--- config.mk ---
export PLATFORM = sky130hd
export DESIGN_NAME = ft_alu_top
export DESIGN_NICKNAME = d
export VERILOG_FILES = /design/src/ft_alu_pkg.sv /design/src/alu_core.sv /design/src/spare_voter.sv /design/src/ft_ctrl.sv /design/src/ft_alu_top.sv
export VERILOG_INCLUDE_DIRS = /design/src
export SDC_FILE = /design/constraint.sdc
export NUM_CORES = 1
export LEC_CHECK = 0
export BUFFER_PORTS_ARGS = -buffer_cell sky130_fd_sc_hd__buf_2
export CELL_PAD_IN_SITES_DETAIL_PLACEMENT = 1
export CELL_PAD_IN_SITES_GLOBAL_PLACEMENT = 1
export CORE_MARGIN = 1.5
export CORE_UTILIZATION = 35
export DETAILED_ROUTE_END_ITERATION = 16
export PLACE_DENSITY_LB_ADDON = 0.12
export SLEW_MARGIN = 10
export SYNTH_ARGS = -nofsm -noshare
export SYNTH_HDL_FRONTEND = slang
export SYNTH_SLANG_ARGS = --single-unit
--- constraint.sdc ---
create_clock -name clk_i -period 5.3 [get_ports clk_i]
set_input_delay 0.265 -clock clk_i [delete_from_list [all_inputs] [get_ports clk_i]]
set_output_delay 0.265 -clock clk_i [all_outputs]
set_load 0.005 [all_outputs]
--- src/ft_alu_cfg.svh ---
// build constants for the ft alu stage; the code assumes four replicas with replica 3 as the spare
`ifndef FT_ALU_CFG_SVH
`define FT_ALU_CFG_SVH

//////////////////////////////
// datapath
`define FT_XLEN        32    // data word and apb data width
`define FT_NREPL       4     // alu replicas incl. the spare
`define FT_NLANE       3     // voting lanes

//////////////////////////////
// error bookkeeping
`define FT_CNT_W       8     // saturating error counters
`define FT_PERM_THRESH 4     // errors before a replica counts as broken

//////////////////////////////
// apb register map
`define FT_APB_AW      8
`define FT_REG_CNT0    8'h00
`define FT_REG_CNT1    8'h04
`define FT_REG_CNT2    8'h08
`define FT_REG_CNT3    8'h0C
`define FT_REG_STATUS  8'h10 // read only

`endif

--- src/ft_alu_pkg.sv ---
// shared types of the ft alu stage; widths come from ft_alu_cfg.svh and must match its defines
`include "ft_alu_cfg.svh"
`default_nettype none

package ft_alu_pkg;

	//////////////////////////////
	// alu operations, single cycle only
	typedef enum logic [2:0] {
		ADD  = 3'd0,
		SUB  = 3'd1,
		AND  = 3'd2,
		OR   = 3'd3,
		XOR  = 3'd4,
		SLL  = 3'd5, // shift by b[4:0]
		SRL  = 3'd6, // logical
		SLTU = 3'd7  // unsigned set less than
	} alu_op_e;

	//////////////////////////////
	// data and bookkeeping types
	typedef logic [`FT_XLEN-1:0]  word_t;     // operand, result, apb data
	typedef logic [`FT_NREPL-1:0] repl_vec_t; // one bit per physical replica
	typedef logic [`FT_NLANE-1:0] lane_sel_t; // set bit -> lane runs on the spare
	typedef logic [`FT_CNT_W-1:0] cnt_t;      // error count

endpackage : ft_alu_pkg

`default_nettype wire

--- src/alu_core.sv ---
// one alu replica; result is registered on valid_i only, payload regs have no reset and hold X until the first op
`default_nettype none

module alu_core import ft_alu_pkg::*; (
	input  logic    clk_i,
	input  logic    arst_n_i,
	input  logic    valid_i,      // op present this cycle
	input  alu_op_e op_i,
	input  word_t   a_i,
	input  word_t   b_i,
	input  word_t   fault_res_i,  // xor mask on the stored result
	input  logic    fault_cmp_i,  // flips the stored compare flag
	output logic    valid_o,      // one cycle after valid_i
	output word_t   res_o,
	output logic    cmp_o
);

	localparam int SHW = $clog2($bits(word_t)); // shift amount width

	word_t          res_d;
	logic           cmp_d;
	logic           lt_u;
	logic [SHW-1:0] shamt;

	assign shamt = b_i[SHW-1:0];  // upper bits of b ignored for shifts
	assign lt_u  = a_i < b_i;     // word_t is unsigned

	//////////////////////////////
	// combinational alu
	always_comb begin
		case (op_i)
			ADD:     res_d = a_i + b_i;
			SUB:     res_d = a_i - b_i;
			AND:     res_d = a_i & b_i;
			OR:      res_d = a_i | b_i;
			XOR:     res_d = a_i ^ b_i;
			SLL:     res_d = a_i << shamt;
			SRL:     res_d = a_i >> shamt;
			SLTU:    res_d = word_t'(lt_u); // zero extended
			default: res_d = '0;
		endcase
	end

	// compare flag is less-than for sltu, equality otherwise
	assign cmp_d = (op_i == SLTU) ? lt_u : (a_i == b_i);

	//////////////////////////////
	// output stage
	always_ff @(posedge clk_i or negedge arst_n_i) begin
		if (!arst_n_i) begin
			valid_o <= 1'b0;
		end else begin
			valid_o <= valid_i;
		end
	end

	always_ff @(posedge clk_i) begin
		if (valid_i) begin
			res_o <= res_d ^ fault_res_i; // injected upset lands in the flop
			cmp_o <= cmp_d ^ fault_cmp_i;
		end
	end

endmodule : alu_core

`default_nettype wire

--- src/spare_voter.sv ---
// 2-of-3 voter over four replicas; at most one lane_sel_i bit may be set, otherwise the spare is voted twice
`include "ft_alu_cfg.svh"
`default_nettype none

module spare_voter import ft_alu_pkg::*; #(
	parameter type payload_t = logic      // word_t for results, logic for the flag
) (
	input  payload_t [`FT_NREPL-1:0] val_i,      // one value per physical replica
	input  lane_sel_t                lane_sel_i, // lane -> spare mapping
	output payload_t                 voted_o,
	output repl_vec_t                disagree_o, // physical replicas that lost the vote
	output logic                     detected_o,
	output logic                     corrected_o
);

	localparam int SPARE = `FT_NREPL - 1; // spare is always the last replica

	payload_t lane [`FT_NLANE];
	logic     eq01;
	logic     eq02;
	logic     eq12;

	//////////////////////////////
	// lane muxes
	always_comb begin
		for (int l = 0; l < `FT_NLANE; l++) begin
			lane[l] = lane_sel_i[l] ? val_i[SPARE] : val_i[l];
		end
	end

	assign eq01 = (lane[0] == lane[1]);
	assign eq02 = (lane[0] == lane[2]);
	assign eq12 = (lane[1] == lane[2]);

	//////////////////////////////
	// majority
	// lane 0 wins when it has a partner, and also when all three differ
	always_comb begin
		if (eq01 || eq02) begin
			voted_o = lane[0];
		end else if (eq12) begin
			voted_o = lane[1];
		end else begin
			voted_o = lane[0]; // no majority
		end
	end

	assign detected_o  = !(eq01 && eq12);                  // some pair differs
	assign corrected_o = detected_o && (eq01 || eq02 || eq12); // a pair still agrees

	//////////////////////////////
	// per replica attribution
	always_comb begin
		disagree_o = '0;
		for (int r = 0; r < `FT_NLANE; r++) begin
			// own replica counts only while its lane still uses it
			disagree_o[r] = !lane_sel_i[r] && (val_i[r] != voted_o);
		end
		disagree_o[SPARE] = (|lane_sel_i) && (val_i[SPARE] != voted_o); // idle spare never blamed
	end

endmodule : spare_voter

`default_nettype wire

--- src/ft_ctrl.sv ---
// error counters, fault flags, spare swap and apb slave; zero wait state apb, one swap only and never undone
`include "ft_alu_cfg.svh"
`default_nettype none

module ft_ctrl import ft_alu_pkg::*; (
	input  logic                  clk_i,
	input  logic                  arst_n_i,
	input  logic                  valid_i,    // voted outputs valid this cycle
	input  repl_vec_t             res_dis_i,  // result voter attribution
	input  repl_vec_t             cmp_dis_i,  // flag voter attribution
	input  logic                  res_det_i,
	input  logic                  res_cor_i,
	input  logic                  cmp_det_i,
	input  logic                  cmp_cor_i,
	input  logic                  psel_i,
	input  logic                  penable_i,
	input  logic                  pwrite_i,
	input  logic [`FT_APB_AW-1:0] paddr_i,
	input  word_t                 pwdata_i,
	output lane_sel_t             lane_sel_o, // to both voters
	output repl_vec_t             faulty_o,   // count at or above threshold
	output logic                  err_detected_o,
	output logic                  err_corrected_o,
	output word_t                 prdata_o,
	output logic                  pready_o,
	output logic                  pslverr_o
);

	localparam int   SPARE  = `FT_NREPL - 1;
	localparam int   IDXW   = $clog2(`FT_NREPL);
	localparam cnt_t THRESH = cnt_t'(`FT_PERM_THRESH);

	cnt_t [`FT_NREPL-1:0] cnt_q;     // one counter per replica
	cnt_t [`FT_NREPL-1:0] cnt_d;
	repl_vec_t            inc;       // replicas blamed this cycle
	repl_vec_t            wr_cnt;    // apb write strobe per counter
	repl_vec_t            faulty_d;  // flags as they will be after the edge
	lane_sel_t            lane_sel_d;
	logic                 found;     // lowest lane already picked
	logic                 access;    // apb access phase
	logic                 cnt_hit;
	logic                 sts_hit;
	logic [IDXW-1:0]      cnt_idx;

	//////////////////////////////
	// error flags
	assign err_detected_o  = valid_i && (res_det_i || cmp_det_i);
	assign err_corrected_o = err_detected_o && (!res_det_i || res_cor_i)
		&& (!cmp_det_i || cmp_cor_i); // every detecting voter also fixed it

	assign inc = valid_i ? (res_dis_i | cmp_dis_i) : '0;

	//////////////////////////////
	// apb decode
	assign access   = psel_i && penable_i;
	assign pready_o = 1'b1;                  // never stalls
	assign sts_hit  = (paddr_i == `FT_REG_STATUS);

	always_comb begin
		cnt_hit = 1'b1;
		cnt_idx = '0;
		case (paddr_i)
			`FT_REG_CNT0: cnt_idx = IDXW'(0);
			`FT_REG_CNT1: cnt_idx = IDXW'(1);
			`FT_REG_CNT2: cnt_idx = IDXW'(2);
			`FT_REG_CNT3: cnt_idx = IDXW'(3);
			default:      cnt_hit = 1'b0;
		endcase
	end

	// unmapped address, or any write to status
	assign pslverr_o = access && (!(cnt_hit || sts_hit) || (pwrite_i && sts_hit));

	always_comb begin
		wr_cnt = '0;
		if (access && pwrite_i && cnt_hit) begin
			wr_cnt[cnt_idx] = 1'b1;
		end
	end

	always_comb begin
		prdata_o = '0;
		if (access && !pwrite_i) begin
			if (sts_hit) begin
				prdata_o[`FT_NREPL-1:0]        = faulty_o;
				prdata_o[`FT_NREPL +: `FT_NLANE] = lane_sel_o;
			end else if (cnt_hit) begin
				prdata_o[`FT_CNT_W-1:0] = cnt_q[cnt_idx];
			end
		end
	end

	//////////////////////////////
	// counters and flags
	always_comb begin
		for (int r = 0; r < `FT_NREPL; r++) begin
			cnt_d[r] = cnt_q[r];
			if (wr_cnt[r]) begin
				cnt_d[r] = pwdata_i[`FT_CNT_W-1:0]; // apb beats a same cycle increment
			end else if (inc[r] && (cnt_q[r] != '1)) begin
				cnt_d[r] = cnt_q[r] + 1'b1;     // saturate at all ones
			end
			faulty_o[r] = (cnt_q[r] >= THRESH);
			faulty_d[r] = (cnt_d[r] >= THRESH);
		end
	end

	//////////////////////////////
	// spare swap
	always_comb begin
		lane_sel_d = lane_sel_o;
		found      = 1'b0;
		// spare must be idle and healthy
		if ((lane_sel_o == '0) && !faulty_d[SPARE]) begin
			for (int l = 0; l < `FT_NLANE; l++) begin
				if (!found && faulty_d[l] && !faulty_o[l]) begin
					lane_sel_d[l] = 1'b1; // newly broken lane moves to the spare
					found         = 1'b1;
				end
			end
		end
	end

	always_ff @(posedge clk_i or negedge arst_n_i) begin
		if (!arst_n_i) begin
			cnt_q      <= '0;
			lane_sel_o <= '0;
		end else begin
			cnt_q      <= cnt_d;
			lane_sel_o <= lane_sel_d;
		end
	end

endmodule : ft_ctrl

`default_nettype wire

--- src/ft_alu_top.sv ---
// tmr alu stage with one spare; outputs follow valid_i by one cycle, no back-pressure on the alu path
`include "ft_alu_cfg.svh"
`default_nettype none

module ft_alu_top import ft_alu_pkg::*; (
	input  logic                         clk_i,
	input  logic                         arst_n_i,
	input  logic                         valid_i,
	input  alu_op_e                      op_i,
	input  word_t                        a_i,
	input  word_t                        b_i,
	input  word_t [`FT_NREPL-1:0]        fault_res_i, // per replica result masks
	input  repl_vec_t                    fault_cmp_i, // per replica flag flips
	input  logic                         psel_i,
	input  logic                         penable_i,
	input  logic                         pwrite_i,
	input  logic [`FT_APB_AW-1:0]        paddr_i,
	input  word_t                        pwdata_i,
	output logic                         valid_o,
	output word_t                        result_o,
	output logic                         cmp_o,
	output logic                         err_detected_o,
	output logic                         err_corrected_o,
	output repl_vec_t                    faulty_o,
	output word_t                        prdata_o,
	output logic                         pready_o,
	output logic                         pslverr_o
);

	repl_vec_t             rep_valid;  // replica valids, only replica 0 is used
	word_t [`FT_NREPL-1:0] rep_res;
	repl_vec_t             rep_cmp;
	lane_sel_t             lane_sel;
	repl_vec_t             res_dis;
	repl_vec_t             cmp_dis;
	logic                  res_det;
	logic                  res_cor;
	logic                  cmp_det;
	logic                  cmp_cor;

	//////////////////////////////
	// replicas
	for (genvar r = 0; r < `FT_NREPL; r++) begin : g_repl
		alu_core i_alu_core (
			.clk_i       ( clk_i          ),
			.arst_n_i    ( arst_n_i       ),
			.valid_i     ( valid_i        ),
			.op_i        ( op_i           ),
			.a_i         ( a_i            ),
			.b_i         ( b_i            ),
			.fault_res_i ( fault_res_i[r] ),
			.fault_cmp_i ( fault_cmp_i[r] ),
			.valid_o     ( rep_valid[r]   ),
			.res_o       ( rep_res[r]     ),
			.cmp_o       ( rep_cmp[r]     )
		);
	end

	assign valid_o = rep_valid[0];

	//////////////////////////////
	// voters
	spare_voter #(.payload_t(word_t)) i_res_voter (
		.val_i       ( rep_res  ),
		.lane_sel_i  ( lane_sel ),
		.voted_o     ( result_o ),
		.disagree_o  ( res_dis  ),
		.detected_o  ( res_det  ),
		.corrected_o ( res_cor  )
	);

	spare_voter #(.payload_t(logic)) i_cmp_voter (
		.val_i       ( rep_cmp  ),
		.lane_sel_i  ( lane_sel ),
		.voted_o     ( cmp_o    ),
		.disagree_o  ( cmp_dis  ),
		.detected_o  ( cmp_det  ),
		.corrected_o ( cmp_cor  )
	);

	ft_ctrl i_ft_ctrl (
		.clk_i           ( clk_i           ),
		.arst_n_i        ( arst_n_i        ),
		.valid_i         ( valid_o         ), // voted outputs live this cycle
		.res_dis_i       ( res_dis         ),
		.cmp_dis_i       ( cmp_dis         ),
		.res_det_i       ( res_det         ),
		.res_cor_i       ( res_cor         ),
		.cmp_det_i       ( cmp_det         ),
		.cmp_cor_i       ( cmp_cor         ),
		.psel_i          ( psel_i          ),
		.penable_i       ( penable_i       ),
		.pwrite_i        ( pwrite_i        ),
		.paddr_i         ( paddr_i         ),
		.pwdata_i        ( pwdata_i        ),
		.lane_sel_o      ( lane_sel        ),
		.faulty_o        ( faulty_o        ),
		.err_detected_o  ( err_detected_o  ),
		.err_corrected_o ( err_corrected_o ),
		.prdata_o        ( prdata_o        ),
		.pready_o        ( pready_o        ),
		.pslverr_o       ( pslverr_o       )
	);

endmodule : ft_alu_top

`default_nettype wire

## Word level (Yosys, flattened, before mapping)

Index checks and enable logic that the tools add are counted.
Widths: inputs -> output; s select.

- Output and inout port bits: 74
- Latch bits: 0
- Register bits after elaboration: 168
- Memory bits (writable): 0
- Bits in read-only memories: 0
- Input bits: 245
- Memories kept: 0
- Logic and storage cells: 175

- Multiply operators: 0
- Shift operators: 2
- Equality and inequality tests: 30
- Div/mod/pow operators: 0
- $add $sub $neg: 6
- Reductions and logical operators: 62
- Order comparisons: 11
- Muxes and demuxes: 36
- Bitwise logic cells: 12

Operator list:

| operator | count |
|---|---|
| $pmux 32 s8 | 1 |
| $mux 32 | 5 |
| $xor 32x32->32 | 5 |
| $eq 32x32->1 | 4 |
| $ne 32x32->1 | 4 |
| $mux 8 | 11 |
| $ge 8x3->1 const B | 8 |
| $add 32x32->32 | 1 |
| $add 8x1->8 const B | 4 |
| $and 32x32->32 | 1 |
| $logic_and 1x1->1 | 32 |
| $lt 32x32->1 | 1 |
| $ne 8x8->1 const B | 4 |
| $or 32x32->32 | 1 |
| $shl 32x5->32 | 1 |
| $shr 32x5->32 | 1 |
| $sub 32x32->32 | 1 |
| $bmux 8 s2 | 1 |
| $eq 8x4->1 const B | 2 |
| $logic_not 1->1 | 13 |
| $mux 1 | 13 |
| $eq 3x3->1 const B | 4 |
| $logic_or 1x1->1 | 9 |
| $eq 8x3->1 const B | 1 |
| 18 further kinds | 31 |

## Depth between registers and ports, before layout

Gate-level depths: netlist of the first run.

- Depth after elaboration: 24
- Depth in mapped cells: 23
- Gate-level depth less buffers: 20

## By module

Synthesis of the first run repeated with hierarchy kept, for this count alone.

- Cell total of the unflattened synthesis: 6,705
- Area, all modules: 48,086.1 µm²

By module, submodules not included:

| module | area each (µm²) | cells an instance | instances | sequential area each (µm²) |
|---|---|---|---|---|
| alu_core (g_repl[1].i_alu_core ...) | 9,850.7 | 1,358 | 2 | 1,016.0 |
| alu_core (g_repl[3].i_alu_core) | 9,860.7 | 1,376 | 1 | 1,016.0 |
| alu_core (g_repl[0].i_alu_core) | 9,391.5 | 1,360 | 1 | 1,016.0 |
| spare_voter (i_res_voter) | 5,918.2 | 874 | 1 | 0.0 |
| ft_ctrl | 2,975.4 | 343 | 1 | 875.8 |
| spare_voter (i_cmp_voter) | 239.0 | 36 | 1 | 0.0 |

## Worst setup path after synthesis of the first run

OpenSTA, ideal clock, no wires.

- Kind: input to register
- From: input b_i[1]
- To: register g_repl[0].i_alu_core.res_o[29] (data pin)
- Data required time: 5.030 ns
- Buffers on the path: 4
- Slack: -0.293 ns
- Stages: 22
- Library setup time: 0.270 ns
- Arrival: 5.323 ns
- Path through: clkbuf_1 -> inv_2 -> buf_1 -> clkbuf_1 -> clkbuf_1 -> ha_1 -> a21o_1 -> a21oi_1 -> o21bai_1 -> a21oi_1 -> o21bai_1 -> a21oi_1 -> nor2_1 -> o21a_1 -> o41ai_1 -> o41a_1 -> a311oi_1 -> a41o_1 -> o41ai_1 -> a221oi_1 -> o22ai_1 -> xnor2_1

- Longest elaborated chain between the ends: 3
- Elaborated cells between the ends (all ways): 6
- Classes of those cells: 2 x add/sub; 2 x shift; 1 x mux; 1 x bitwise

RTL lines:

| item | line | text |
|---|---|---|
| start: declaration | ft_alu_top.sv:11 | `input word_t b_i,` |
| $sub 32x32->32 (tied with other cells) | alu_core.sv:33 | `SUB: res_d = a_i - b_i;` |
| $pmux 32 s8 * | alu_core.sv:31 | `case (op_i)` |
| $xor 32x32->32 * | alu_core.sv:59 | `res_o <= res_d ^ fault_res_i;` |
| end signal: assignment | alu_core.sv:59 |  |
| end: declaration | alu_core.sv:14 | `output word_t res_o,` |

Mark *: on every way between the ends. The rest lies on a longest branch, timed or not.
A chain may end at the register's enable or synchronous reset.

==> summary.md, run 1 <==
| Metric | Value |
|---|---|
| Hold Path Origin | `fault_res_i[3]` |
| Register-to-Register Path Depth | `28` |
| Final min period | `5.77 ns` |
| First-pass GRT wire length | `191000 um` |
| Pint | `4.27 mW` |
| Hold/Removal Path Class | `in2reg` |
| Top cell type's share of synthesized area | `17.7%` |
| Fraction of registers with async set/reset | `21.4%` |
| Sw Ratio | `47.0%` |
| R2R Setup Slk | `-0.47 ns` |
| Chip width | `256 um` |
| Final wirelength | `135000 um` |
| Sequential area share after synthesis | `21.7%` |
| Commonest cells post-synth | `244 x nand2_1, 232 x nor2_1, 207 x a21oi_1` |
| Maximum clock frequency | `173 MHz` |
| Pleak | `13.2 nW` |
| Total GRT Usage | `39.9%` |
| Largest net degree at the start of global routing | `88` |
| Root Driver | `clkbuf_16` |
| Critical path origin | `g_repl[1].i_alu_core.res_o[27]` |
| Clock Skew | `0.0189 ns` |
| Via count | `26757` |
| TNS Setup | `-1.09 ns` |
| Flops & latches, synth | `168` |
| DIE AREA | `65600 um2` |
| Design Power | `8.06 mW` |
| Max FO, Critical Path | `6` |
| Reg2reg start | `g_repl[1].i_alu_core.res_o[27]` |
| Final setup margin | `-0.475 ns` |
| FF-to-FF End | `i_ft_ctrl.lane_sel_o[2]` |
| DRT Pass-1 Iters | `5` |
| DRC viols | `0` |
| Worst VDD drop | `0.000207 V` |
| Ports | `319` |
| Status | `finished with violations` |
| Cells after Synth | `2918` |
| Mapped Area | `22400 um2` |
| RSZ-0062 raised after global routing | `true` |
| Iteration-0 DRC Markers | `2396` |
| Clk_lat worst skew | `0.51 ns` |
| WP data required | `5.68 ns` |
| Final setup violation count | `3` |
| DIE HEIGHT | `256 um` |
| Most numerous cell in the Yosys netlist | `nand2_1` |
| Sequential Power Share | `25.5%` |
| Routed wire per std cell | `30.3 um` |
| CP endpoint | `i_ft_ctrl.lane_sel_o[2]` |
| Largest area contributor in the netlist | `edfxtp_1` |
| Post-synth EDFFs | `132` |
| Violated checks | `setup timing` |
| H-tree lvl count | `4` |
| Netlist cell types | `91` |
| Area growth from synthesis to layout | `33.0%` |
| PwrDens | `270 nW/um2` |
| Gr ovfl total | `0` |
| Initial Util | `35.5%` |
| Vias in the first global route | `27723` |
| Max-slew violations | `0` |
| Crit path arrival time | `6.15 ns` |
| Worst-margin pin slew | `1.13 ns` |
| Detailed Place HPWL | `113000 um` |
| Area occupied by multi-input gates | `16500 um2` |
| Via density per instance | `6.02` |
| CTS tree | `done` |
| Crit share post-route | `109%` |
| Crit Path Class | `reg2reg` |
| Critical Path Sink Type | `flip-flop` |
| Routability congestion estimate | `1.09` |
| P_sw | `3.79 mW` |
| CTS max path bufs | `2` |
| Crit path max-delay cell type | `or4_4` |
| Initial antenna violation count | `4` |
| CTS sink count | `168` |
| Relative slew margins | `24.8%` |
| Clock Pin Slew Worst Setup and Hold Paths | `0.09 ns` |
| Setup WS pre-CTS | `-0.854 ns` |
| MaxCap Viol Count | `0` |
| Finished Core Util | `47.2%` |
| Syn avg cell area | `7.69 um2` |
| Layout Nets | `3935` |
| Primary FF master, synth | `edfxtp_1` |
| IO buf count | `269` |
| Slowest stage delay, CP | `0.55 ns` |
| Final ANT Viol Nets | `0` |
| Core area | `63200 um2` |
| Share of post-route cells with drive strength above 1 | `28.9%` |
| Cell row count | `92` |
| Startpoint Class | `flip-flop` |
| Number of fillers in the final layout | `7762` |
| Dominant cells by area after synthesis | `edfxtp_1 18%, xnor2_1 7.7%, xor2_1 6.6%` |
| Combinational share of power | `58.2%` |
| Yosys warning total | `0` |
| FF+latch area | `4870 um2` |
| Final hold violations | `0` |
| Num CTS Buffers | `17` |
| Clk pwr share | `16.3%` |
[cell families (layout without fill, tap and decap cells)]
kind of cell / Yosys count / in the layout / share of synthesized area (%)
simple gates: 847 / 847 / 18.1
fa+ha+maj: 108 / 108 / 6.08
compound gates: 849 / 849 / 25.0
mux: 143 / 143 / 6.72
flops: 168 / 168 / 21.7
buf+inv: 432 / 1087 / 7.91
xor+xnor: 369 / 369 / 14.4
other cells: 2 / 29 / 0.0335
[sequential cells by signal (all words and copies together) (netlist names)]
register and cells:
g_repl.i_alu_core.cmp_o 4, g_repl.i_alu_core.res_o 128, g_repl.i_alu_core.valid_o 1, i_ft_ctrl.cnt_q 32, i_ft_ctrl.lane_sel_o 3
[cells in the final DEF (no fill, tap or decap), types with 16 or more instances in the layout]
master / n
a211oi_1: 18
a21o_1: 22
a21oi_1: 203
a221oi_1: 26
a31oi_1: 33
and2_1: 18
and3_1: 21
buf_2: 268
buf_4: 578
buf_6: 16
clkbuf_16: 18
conb_1: 25
dfrtp_1: 34
edfxtp_1: 132
ha_1: 105
inv_1: 174
mux2i_1: 123
nand2_1: 244
nand2b_1: 30
nand3_1: 61
nand4_1: 31
nor2_1: 231
nor2b_1: 17
nor3_1: 60
nor4_1: 38
o211ai_1: 20
o21ai_0: 173
o21bai_1: 23
o221ai_1: 20
o22ai_1: 74
or3_1: 20
xnor2_1: 193
xor2_1: 170
[what timing repair did]
item	4_1_cts	5_1_grt
gates resized for setup	85	44
pin swaps	33	28
hold endpoints to repair	36	0
endpoints found under the setup margin	12	9
setup buffers	22	13
gates cloned	0	1
hold buffers	1	0
[routing by layer]
| metal | share of wire [%] | wire length [um] | GRT usage (%) |
|---|---|---|---|
| met5 | 0 | 0 | 0 |
| met2 | 47 | 63900 | 67.2 |
| met3 | 6.4 | 8660 | 5.70 |
| met1 | 39 | 52200 | 47.2 |
| met4 | 7.4 | 9930 | 26.0 |
[per-stage QoR]
| step | std cells | cell area, um2 | hold slack (ns) |
|---|---|---|---|
| after floorplan | 2941 | 22500 | -0.0306 |
| after global placement | 4375 | 28200 | 0.423 |
| after detailed placement | 4375 | 28200 | 0.441 |
| after CTS | 4428 | 29400 | 0.0140 |
| after global routing | 4442 | 29800 | 0.0436 |
| final | 4446 | 29800 | 0.0468 |
[worst min path at each step]
stage | endpoint | cells past startpoint | slack [ns]
final | g_repl[0].i_alu_core.res_o[3] | 2 | 0.05
after global routing | g_repl[0].i_alu_core.res_o[3] | 2 | 0.04
after CTS | g_repl[3].i_alu_core.res_o[0] | 2 | 0.01
after detailed placement | i_ft_ctrl.cnt_q[9] | 1 | 0.44
after global placement | i_ft_ctrl.cnt_q[8] | 1 | 0.42
after floorplan | g_repl[0].i_alu_core.valid_o | 0 | -0.03
[power groups by stage]
| stage | Clock, mW | Sequential [mW] | Combinational, mW |
|---|---|---|---|
| 6_report | 1.31 | 2.06 | 4.69 |
| 5_1_grt | 1.37 | 2.08 | 4.87 |
| 4_1_cts | 1.33 | 2.05 | 4.50 |
| 3_5_place_dp | 0 | 2.07 | 4.39 |
| 3_3_place_gp | 0 | 2.06 | 4.32 |
| 2_1_floorplan | 0 | 1.90 | 2.11 |
[cell type report]
type	instances	share of cell area, %
tap	846	3.55
timing repair buffer	875	20.5
antenna	4	0.0335
inverter	180	2.26
multi-input combinational	2341	55.4
sequential	168	16.3
clock buffer	17	1.43
clock inverter	15	0.528
[worst max-delay path: cells and delay by family (launching register included)]
family	cells	cell delay [ns]
compound gates	6	0.99
xor+xnor	3	0.50
buf+inv	11	1.74
flops	1	0.47
simple gates	8	1.92
Power figures use the tool's default switching activity.
==> inputs of run 2 (changes only) <==
==> constraint.sdc (replaced) <==
create_clock -name clk_i -period 5.3 [get_ports clk_i]
set_input_delay 0.795 -clock clk_i [delete_from_list [all_inputs] [get_ports clk_i]]
set_output_delay 0.795 -clock clk_i [all_outputs]
set_load 0.005 [all_outputs]
==> run 2 against run 1 <==
  * The flow still finishes with violations (setup timing)
  * Hold slack improved by 0.36 ns
  * Clock skew rose by 0.0016 ns
  * Final cell count rose by 1.6%
  * Count of clock-buffer cells in the layout increased by 1
  * Global-route usage up 0.97 points
  * Sequential share of layout area down 0.49 points
  * Largest cell class unchanged
  * Maximum frequency about the same
  * Sequential power about the same
  * Die area unchanged
  * Clock power about the same
==> summary.md, run 2 (synthesis results as in run 1) <==
| Metric | Value |
|---|---|
| Clock Skew | `0.0205 ns` |
| Largest register by flop count | `g_repl.i_alu_core.res_o` |
| Status | `finished with violations` |
| Final setup margin | `-0.476 ns` |
| Initial antenna violation count | `0` |
| Routed wire per std cell | `30.5 um` |
| Crit share post-route | `109%` |
| Via count | `27266` |
| Max-slew violations | `0` |
| RSZ-0062 raised after global routing | `true` |
| Area growth from synthesis to layout | `37.2%` |
| Clock Pin Slew Worst Setup and Hold Paths | `0.08 ns` |
| Maximum clock frequency | `173 MHz` |
| Final Cell Area | `30800 um2` |
| CTS max path bufs | `2` |
| DRC viols | `0` |
| Root Driver | `clkbuf_16` |
| Routability congestion estimate | `1.11` |
| Most common cell after layout, fill and taps aside | `buf_4` |
| Crit Path Class | `reg2reg` |
| Core area | `63200 um2` |
| # hold bufs at CTS | `0` |
| First-pass GRT wire length | `196000 um` |
| Slowest stage delay, CP | `0.53 ns` |
| CP Cell Sequence | `xnor2_2, nand2_1, nor4_2, buf_4, a211oi_2, or4_4, or3_4, nor3_4, buf_6, buf_6, mux2i_1, xnor2_1, and4_1, nand4_1, o31ai_4, buf_4, nor2_1, xnor2_1, o21ai_0, or3_1, o32a_1` |
| Crit path max-delay cell type | `or4_4` |
| Violated checks | `setup timing` |
| Final hold violations | `0` |
| Pleak | `13.7 nW` |
| Layout Nets | `4008` |
| Iteration-0 DRC Markers | `2284` |
| Vias in the first global route | `28738` |
| Ports | `319` |
| CTS sink count | `168` |
| Final min period | `5.78 ns` |
| Finished Core Util | `48.7%` |
| Final ANT Viol Nets | `0` |
| Via density per instance | `6.04` |
| Gr ovfl total | `0` |
| Commonest cells after routing, fill and taps aside | `636 x buf_4, 267 x buf_2, 243 x nand2_1` |
| Largest register FFs | `128` |
| Final setup violation count | `4` |
| Final wirelength | `138000 um` |
| Relative slew margins | `29.5%` |
| Clk_lat worst skew | `0.51 ns` |
| Detailed Place HPWL | `113000 um` |
| Buf/Inv on CP | `4` |
| Cell row count | `92` |
| Chip width | `256 um` |
| Top flop regs | `g_repl.i_alu_core.res_o x128, i_ft_ctrl.cnt_q x32, g_repl.i_alu_core.cmp_o x4` |
| DRT Pass-1 Iters | `5` |
| CTS tree | `done` |
| Crit path arrival time | `6.15 ns` |
| Worst-margin pin slew | `1.05 ns` |
| Antenna Cells | `0` |
| H-tree lvl count | `4` |
| DIE HEIGHT | `256 um` |
| DP Cell Count | `4421` |
| Total GRT Usage | `40.8%` |
| DIE AREA | `65600 um2` |
| Initial Util | `35.5%` |
| CP top delay family | `simple AND/OR/NAND/NOR gates` |
| Critical Path Sink Type | `flip-flop` |
| Share of post-route cells with drive strength above 1 | `31.2%` |
| PwrDens | `271 nW/um2` |
| Largest net degree at the start of global routing | `95` |
| TNS Setup | `-1.18 ns` |
| Max FO, Critical Path | `5` |
| Placed inst area | `28700 um2` |
| Post-route insts no fill | `4515` |
| MaxCap Viol Count | `0` |
| IO buf count | `269` |
| WP data required | `5.68 ns` |
| Startpoint Class | `flip-flop` |
| Hold/Removal Path Class | `in2async` |
| Worst VDD drop | `0.000186 V` |
| Num CTS Buffers | `17` |
-- run 2: cell types whose count changed in the layout (fill, tap and decap cells not counted), sizes merged --
| cell | before | now |
|---|---|---|
| clkinv | 11 | 9 |
| clkinvlp | 1 | 2 |
| dlygate4sd3 | 1 | 0 |
| buf | 873 | 948 |
| diode | 4 | 0 |
-- run 2: what timing repair did --
item | 4_1_cts | 5_1_grt
setup endpoints to repair | 15 | 11
endpoints found under the hold margin | 0 | 0
buffers inserted | 51 | 11
pin swaps | 63 | 12
resized for setup | 131 | 36
cloned | 2 | 0
-- run 2: final timing paths --
path	from	endpoint	slack [ns]	cells past startpoint
hold / removal	arst_n_i	i_ft_ctrl.cnt_q[8]	0.41	1
min in group clk_i	fault_res_i[74]	g_repl[2].i_alu_core.res_o[10]	0.59	2
max in group asynchronous	arst_n_i	i_ft_ctrl.lane_sel_o[1]	4.25	1
setup reg to reg	g_repl[3].i_alu_core.res_o[14]	i_ft_ctrl.lane_sel_o[2]	-0.48	21
setup / recovery	g_repl[3].i_alu_core.res_o[14]	i_ft_ctrl.lane_sel_o[2]	-0.48	21
hold reg to reg	i_ft_ctrl.cnt_q[9]	i_ft_ctrl.cnt_q[9]	0.71	2
-- run 2: worst register-to-register path, cell delays in order (launching register included) --
cell and delay (ns):
edfxtp_1 0.44, xnor2_2 0.33, nand2_1 0.19, nor4_2 0.30, buf_4 0.16, a211oi_2 0.04
or4_4 0.53, or3_4 0.45, nor3_4 0.36, buf_6 0.21, buf_6 0.13, mux2i_1 0.37
xnor2_1 0.19, and4_1 0.22, nand4_1 0.16, o31ai_4 0.35, buf_4 0.17, nor2_1 0.04
xnor2_1 0.15, o21ai_0 0.12, or3_1 0.42, o32a_1 0.34
-- run 2: area by class of cell --
type | count | area, um2
clock buffers | 18 | 429
inverters | 180 | 676
well taps | 846 | 1060
flip-flops and latches | 168 | 4870
fillers | 7719 | 32400
clock inverters | 14 | 158
repair buffers | 948 | 6780
multi-input cells | 2341 | 16800
-- run 2: where the power goes --
group	switching [mW]	internal (mW)	total [mW]
clock	0.693	0.630	1.32
combinational	2.87	2.07	4.94
sequential	0.353	1.72	2.08
-- run 2: per-stage QoR --
stage	setup WS [ns]	power, mW	hold slack, ns
final	-0.476	8.34	0.405
after global placement	-0.734	6.39	0.611
after floorplan	0.0123	4.01	0.499
after global routing	-0.638	8.58	0.465
after CTS	-0.261	8.07	0.433
after detailed placement	-0.811	6.50	0.678
-- run 2: metal layers --
metal | track usage, % | up-vias | wire, um | share of wire (%)
met5 | 0 | - | 0 | 0
met4 | 29.0 | 0 | 11400 | 8.3
met3 | 5.59 | 428 | 8620 | 6.3
met2 | 70.3 | 1313 | 66100 | 48
met1 | 46.5 | 13574 | 51600 | 37
li1 | - | 11951 | - | -
